## src/pwmAcctPkg.sv

```systemverilog
package pwmAcctPkg;

    // window sums of on-time, wrap modulo 2^16
    typedef logic [15:0] accT;

    // magnitude of wanted minus driven on-time
    typedef logic [15:0] lostT;

    // one phase's totals for the window that just closed
    // actual counts the cycles pwm was really driven high
    typedef struct packed {
        accT want;
        accT actual;
    } chanReportT;

endpackage

```

## src/pwmCfgPkg.sv

```systemverilog
package pwmCfgPkg;

    // period length in clock cycles, 4095 at most
    localparam int countW = 12;

    // on-length, remainder and pulse counter width
    localparam int posW = 16;

    typedef logic [countW-1:0] countT;

    typedef logic [posW-1:0] posT;

    // static setup, only changed while the generator is idle
    typedef struct packed {
        countT periodLen;
        posT   minPulse;
    } pwmCfgT;

endpackage
```

## src/motorPwmTop.sv

```systemverilog
`timescale 1ns/1ns

module motorPwmTop #(
    parameter int numChannels      = 3,
    parameter int periodsPerWindow = 4
) (
    input  logic                   clk,
    input  logic                   rstN,
    input  logic                   active,
    input  pwmCfgPkg::pwmCfgT      cfg,
    input  pwmCfgPkg::posT         lenPos [numChannels],
    input  pwmAcctPkg::lostT       lostLimit,
    output logic [numChannels-1:0] pwm,
    output pwmAcctPkg::lostT       lost [numChannels],
    output logic                   lostValid,
    output logic                   lostAlarm
);

    logic                   periodTick;
    logic                   windowTick;
    pwmAcctPkg::chanReportT report [numChannels];

    // shared time base for all phases
    periodTimer #(
        .periodsPerWindow(periodsPerWindow)
    ) i_periodTimer (
        .clk       (clk),
        .rstN      (rstN),
        .active    (active),
        .cfg       (cfg),
        .periodTick(periodTick),
        .windowTick(windowTick)
    );

    for (genvar i = 0; i < numChannels; i++) begin : gChan
        pulseChannel i_pulseChannel (
            .clk       (clk),
            .rstN      (rstN),
            .active    (active),
            .cfg       (cfg),
            .periodTick(periodTick),
            .windowTick(windowTick),
            .lenPos    (lenPos[i]),
            .pwm       (pwm[i]),
            .report    (report[i])
        );
    end

    lossMonitor #(
        .numChannels(numChannels)
    ) i_lossMonitor (
        .clk       (clk),
        .rstN      (rstN),
        .active    (active),
        .windowTick(windowTick),
        .report    (report),
        .lostLimit (lostLimit),
        .lost      (lost),
        .lostValid (lostValid),
        .lostAlarm (lostAlarm)
    );

endmodule

```

## src/lossMonitor.sv

```systemverilog
`timescale 1ns/1ns

module lossMonitor #(
    parameter int numChannels = 3
) (
    input  logic                   clk,
    input  logic                   rstN,
    input  logic                   active,
    input  logic                   windowTick,
    input  pwmAcctPkg::chanReportT report [numChannels],
    input  pwmAcctPkg::lostT       lostLimit,
    output pwmAcctPkg::lostT       lost [numChannels],
    output logic                   lostValid,
    output logic                   lostAlarm
);

    localparam int signBit = $bits(pwmAcctPkg::accT) - 1;

    logic             reportFresh;
    pwmAcctPkg::accT  diff [numChannels];
    pwmAcctPkg::lostT mag [numChannels];
    logic             overLimit;

    // magnitude of want minus real per phase, any one over the limit raises the alarm
    always_comb begin
        overLimit = 1'b0;
        for (int i = 0; i < numChannels; i++) begin
            diff[i] = report[i].want - report[i].actual;
            mag[i]  = diff[i][signBit] ? -diff[i] : diff[i];
            if (mag[i] > lostLimit) begin
                overLimit = 1'b1;
            end
        end
    end

    // reports are latched by the window tick itself, so sample them one edge later
    always_ff @(posedge clk) begin
        if (!rstN || !active) begin
            reportFresh <= 1'b0;
            lostValid   <= 1'b0;
            lostAlarm   <= 1'b0;
        end else begin
            reportFresh <= windowTick;
            lostValid   <= reportFresh;
            if (reportFresh) begin
                lostAlarm <= overLimit;
            end
        end
    end

    always_ff @(posedge clk) begin
        for (int i = 0; i < numChannels; i++) begin
            if (!rstN || !active) begin
                lost[i] <= '0;
            end else if (reportFresh) begin
                lost[i] <= mag[i];
            end
        end
    end

    // a report goes out only for a window the timer actually closed
    assert property (@(posedge clk) disable iff (!rstN)
        lostValid |-> $past(windowTick, 2))
        else $error("lostValid without a preceding windowTick");

endmodule

```

## src/pulseChannel.sv

```systemverilog
`timescale 1ns/1ns

module pulseChannel (
    input  logic                   clk,
    input  logic                   rstN,
    input  logic                   active,
    input  pwmCfgPkg::pwmCfgT      cfg,
    input  logic                   periodTick,
    input  logic                   windowTick,
    input  pwmCfgPkg::posT         lenPos,
    output logic                   pwm,
    output pwmAcctPkg::chanReportT report
);

    localparam pwmCfgPkg::posT posOne = pwmCfgPkg::posT'(1);

    pwmCfgPkg::posT  remainder;
    pwmCfgPkg::posT  pulseCnt;
    pwmCfgPkg::posT  candidate;
    logic            fire;
    pwmAcctPkg::accT wantSum;
    pwmAcctPkg::accT realSum;

    // on-time carried over from skipped periods plus this period's request
    assign candidate = remainder + lenPos;
    assign fire      = (candidate >= cfg.minPulse);

    // accumulate or fire on each period tick
    // a pulse loaded by the tick replaces one still running
    always_ff @(posedge clk) begin
        if (!rstN || !active) begin
            remainder <= '0;
            pulseCnt  <= '0;
        end else if (periodTick && fire) begin
            remainder <= '0;
            pulseCnt  <= candidate;
        end else begin
            if (periodTick) begin
                remainder <= candidate;
            end
            if (pulseCnt != '0) begin
                pulseCnt <= pulseCnt - posOne;
            end
        end
    end

    // output stays high for exactly the loaded number of cycles
    assign pwm = (pulseCnt != '0);

    // the window tick opens a new wanted sum with its own request
    always_ff @(posedge clk) begin
        if (!rstN || !active) begin
            wantSum <= '0;
        end else if (windowTick) begin
            wantSum <= pwmAcctPkg::accT'(lenPos);
        end else if (periodTick) begin
            wantSum <= wantSum + pwmAcctPkg::accT'(lenPos);
        end
    end

    // driven on-time counts one per high cycle
    always_ff @(posedge clk) begin
        if (!rstN || !active) begin
            realSum <= '0;
        end else if (windowTick) begin
            realSum <= '0;
        end else if (pwm) begin
            realSum <= realSum + 1'b1;
        end
    end

    // totals of the closing window without the tick's own contribution
    always_ff @(posedge clk) begin
        if (!rstN || !active) begin
            report <= '0;
        end else if (windowTick) begin
            report.want   <= wantSum;
            report.actual <= realSum;
        end
    end

    // going idle must kill a running pulse on the next edge
    assert property (@(posedge clk) disable iff (!rstN)
        !active |=> !pwm)
        else $error("pwm still high after active dropped");

    // any freshly loaded pulse is at least the minimum width
    assert property (@(posedge clk) disable iff (!rstN || !active)
        (pulseCnt != '0) && (pulseCnt != $past(pulseCnt) - posOne)
        |-> (pulseCnt >= cfg.minPulse))
        else $error("pulse loaded shorter than minPulse");

endmodule

```

## src/periodTimer.sv

```systemverilog
`timescale 1ns/1ns

module periodTimer #(
    parameter int periodsPerWindow = 4
) (
    input  logic              clk,
    input  logic              rstN,
    input  logic              active,
    input  pwmCfgPkg::pwmCfgT cfg,
    output logic              periodTick,
    output logic              windowTick
);

    localparam int winW = $clog2(periodsPerWindow);
    localparam logic [winW-1:0] lastPeriod = winW'(periodsPerWindow - 1);
    localparam pwmCfgPkg::countT cntOne = pwmCfgPkg::countT'(1);

    pwmCfgPkg::countT periodCnt;
    logic [winW-1:0]  windowCnt;

    // sits at zero while idle
    // the first active edge loads a full period, then it reloads on every tick
    always_ff @(posedge clk) begin
        if (!rstN || !active) begin
            periodCnt <= '0;
        end else if (periodCnt <= cntOne) begin
            periodCnt <= cfg.periodLen;
        end else begin
            periodCnt <= periodCnt - cntOne;
        end
    end

    assign periodTick = (periodCnt == cntOne);

    // last tick of each window doubles as the window strobe
    assign windowTick = periodTick && (windowCnt == lastPeriod);

    always_ff @(posedge clk) begin
        if (!rstN || !active) begin
            windowCnt <= '0;
        end else if (periodTick) begin
            if (windowCnt == lastPeriod) begin
                windowCnt <= '0;
            end else begin
                windowCnt <= windowCnt + 1'b1;
            end
        end
    end

    // a tick is a single-cycle strobe unless the period itself is one cycle
    assert property (@(posedge clk) disable iff (!rstN)
        active && periodTick && (cfg.periodLen > cntOne) |=> !periodTick)
        else $error("periodTick high on two consecutive cycles");

endmodule

```

## config.mk

```make
export PLATFORM = sky130hd
export DESIGN_NAME = motorPwmTop
export DESIGN_NICKNAME = d
export VERILOG_FILES = /design/src/pwmAcctPkg.sv /design/src/pwmCfgPkg.sv /design/src/motorPwmTop.sv /design/src/lossMonitor.sv /design/src/pulseChannel.sv /design/src/periodTimer.sv
export SDC_FILE = /design/constraint.sdc
export NUM_CORES = 1
export LEC_CHECK = 0
export ABC_CLOCK_PERIOD_IN_PS = 6100
export BUFFER_PORTS_ARGS = -buffer_cell sky130_fd_sc_hd__buf_2
export CORE_MARGIN = 2
export CORE_UTILIZATION = 45
export CTS_CLUSTER_SIZE = 14
export DETAILED_ROUTE_END_ITERATION = 8
export HOLD_SLACK_MARGIN = 0.02
export PLACE_DENSITY_LB_ADDON = 0.2
export SYNTH_ARGS = -nofsm -noshare
export SYNTH_HDL_FRONTEND = slang
export SYNTH_SLANG_ARGS = --single-unit
```

## constraint.sdc

```tcl
create_clock -name clk -period 6.1 [get_ports clk]
set_clock_uncertainty 0.1 [all_clocks]
set_input_delay 0.915 -clock clk [delete_from_list [all_inputs] [get_ports clk]]
set_output_delay 0.915 -clock clk [all_outputs]
set_load 0.1 [all_outputs]
```

==> impl_metrics.json <==
{
  "outcome": "complete, no violations",
  "fin_ws_ns": 0.7865,
  "drive_gt1_frac": 0.09556,
  "critical_path.max_fanout": 15,
  "drc_errors": 0,
  "hold_viol": 0,
  "utilization": 0.5087,
  "drv_slew": 0,
  "fin_tns_setup_ns": 0,
  "synthFlopType": "dfxtp_1",
  "start_kind": "flop",
  "clk_latency_ns": 0.57,
  "fmax_mhz": 188.2,
  "syn_avg_cell_area_um2": 7.875,
  "place_congestion": 0.9287,
  "final_area_um2": 26150,
  "grt_max_degree": 177,
  "grt_usage": 0.2298,
  "yosys_warnings": 0,
  "worst_slew_pin_slew_ns": 1.061,
  "period_share": 0.8711,
  "synth_edf_count": 0,
  "yosysTopAreaCellShare": 0.3018,
  "synthTopCellsByArea": "dfxtp_1, ha_1, nand2_1, a21oi_1, nor2_1",
  "cts_tree": "done",
  "placed_area_um2": 24690,
  "p_leak_nw": 10.98,
  "wl_per_cell_um": 16.47,
  "die_x_um": 232.1,
  "drv_cap": 0,
  "cts_setup_buffers": 0,
  "die_y_um": 232.1,
  "final_antenna_net_count": 0,
  "die_area_um2": 53870,
  "portBuffers": 147,
  "dr_total_vias": 20840,
  "grt_overflow": 0,
  "rsz0062_at_grt": "false",
  "layout_min_cycle_time_ns": 5.314,
  "syn_nets": 3320,
  "synth_cell_types": 79,
  "p_total_w": 0.008533,
  "cp.arrival_ns": 5.63,
  "slew_headroom": 0.2899,
  "antenna_found_initial": 3,
  "grt_pass1_wl_um": 101500,
  "drt_iter0_drc": 1390,
  "endpoint_kind": "flop",
  "cts_buffers": 42,
  "cts_resized": 0,
  "yosys.area.top_type": "dfxtp_1",
  "seq_area_frac_synth": 0.3018,
  "postSynthCellCount": 2973,
  "ir_drop_uv": 560.8,
  "drt-total-wl_um": 62070,
  "num_io_pins": 148,
  "dpl.hpwl_um": 46530,
  "async_flop_share": 0,
  "hold_class": "flop to flop",
  "htree_levels": 2,
  "cts.sinks": 353,
  "initial_core_util": 0.4554,
  "synth_area_um2": 23410,
  "viasPerCell": 5.528,
  "nNetsFinal": 3402,
  "core_um2": 51410,
  "cts_root_buf": "clkbuf_16",
  "clk_pin_slew_ns": 0.06,
  "cts.path.max_buffers": 3,
  "rows": 83,
  "syn_to_final_growth_pct": 11.70,
  "dr.pass1.iters": 5,
  "powerDensity_nw_per_um2": 326.3,
  "hold_buffers": 0,
  "ys_ff_latch": 353,
  "yosys-top-cells-count": "nand2_1, dfxtp_1, a21oi_1",
  "grt_pass1_vias": 19560,
  "pre_cts_slack_ns": 0.4883,
  "worstPathRequired_ns": 6.42,
  "crit_type": "flop to flop",
  "yosysMostFrequentCell": "nand2_1",
  "setup_violations": 0
}
## final timing paths
path                                                         start                                  to  slack, ns  cells after the start
worst min-delay path            gChan[1].i_pulseChannel.report[13]  gChan[1].i_pulseChannel.report[13]       0.35                      2
worst max-delay path             gChan[1].i_pulseChannel.report[1]             i_lossMonitor.lostAlarm       0.79                     22
worst min register to register  gChan[1].i_pulseChannel.report[13]  gChan[1].i_pulseChannel.report[13]       0.35                      2
worst max register to register   gChan[1].i_pulseChannel.report[1]             i_lossMonitor.lostAlarm       0.79                     22
## placed cells by master, fill, tap and decap left out, types with 39 or more instances in the layout
master       n
clkbuf_16   45
buf_2      147
nor2_1     283
xnor2_1    120
nand3_1     49
a21oi_1    301
dfxtp_1    352
o21ai_0    125
nand2b_1    39
a21o_1      46
xor2_1     107
ha_1       242
nand2_1    421
nor3_1      78
o21a_1      48
inv_1      144
a211oi_1    43
or3_1       40
## registers in the layout, indices dropped and copies added, names as in the netlist
signal and cells:
i_lossMonitor.lostValid 1, gChan.i_pulseChannel.pulseCnt 48, gChan.i_pulseChannel.realSum 48, i_lossMonitor.reportFresh 1, i_lossMonitor.lostAlarm 1, gChan.i_pulseChannel.remainder 48, i_lossMonitor.lost 48, i_periodTimer.periodCnt 12
i_periodTimer.windowCnt 2, gChan.i_pulseChannel.wantSum 48, gChan.i_pulseChannel.report 96
## critical path, stage by stage (launching register included)
cell       delay [ns]
dfxtp_1          0.38
inv_1            0.06
ha_1             0.28
nor2b_1          0.14
o31a_1           0.28
o31ai_2          0.27
a21oi_1          0.17
a31o_1           0.28
or4_1            0.39
and3_1           0.38
a21oi_1          0.24
xor2_1           0.21
ha_1             0.28
a21o_1           0.16
a21o_1           0.17
a21oi_1          0.14
nor2b_1          0.06
o21ai_0          0.15
nand2b_1         0.07
a2111oi_0        0.61
o22ai_1          0.17
nor2_1           0.12
a21oi_1          0.07
## cell type report
type / count / area, µm²
Clock buffer: 67 / 1349
Tap cell: 680 / 850.8
Fill cell: 4966 / 25250
Antenna cell: 2 / 5.005
Clock inverter: 9 / 102.6
Timing Repair Buffer: 166 / 890.9
Multi-Input combinational cell: 2347 / 15340
Inverter: 145 / 544.3
Sequential cell: 353 / 7068
## logic make-up (layout without fill, tap and decap cells)
| group | Yosys count | after routing | synth area share |
|---|---|---|---|
| AO/OA/AOI/OAI | 740 | 740 | 0.1981 |
| XOR/XNOR | 228 | 228 | 0.08588 |
| adder cells (fa/ha/maj) | 252 | 252 | 0.1376 |
| buffers and inverters | 273 | 387 | 0.04516 |
| flip-flops | 353 | 353 | 0.3018 |
| multiplexers | 39 | 39 | 0.01678 |
| other | 0 | 2 | 0 |
| AND/OR/NAND/NOR | 1088 | 1088 | 0.2147 |
## stage by stage
stage	cells	hold WS, ns
final	3769	0.3525
after floorplan	2973	0.3356
after global placement	3691	0.3451
after global routing	3769	0.3670
after CTS	3767	0.3565
after detailed placement	3691	0.3482
## report_power, final
| group | switching, W | leakage (nW) | total [W] | internal (W) |
|---|---|---|---|---|
| clock network | 0.00102 | 0.721 | 0.00261 | 0.00160 |
| logic | 0.00196 | 7.41 | 0.00320 | 0.00123 |
| registers | 0.000204 | 2.85 | 0.00272 | 0.00252 |
| total | 0.00318 | 11.0 | 0.00853 | 0.00535 |
## routing by layer
metal / up-vias / GRT usage / wire length, µm
li1: 10580 / - / -
met1: 9616 / 0.3195 / 30300
met2: 529 / 0.3658 / 26920
met3: 112 / 0.02873 / 3006
met4: 2 / 0.07913 / 1829
met5: - / 0 / 12
Power figures use the tool's default switching activity.
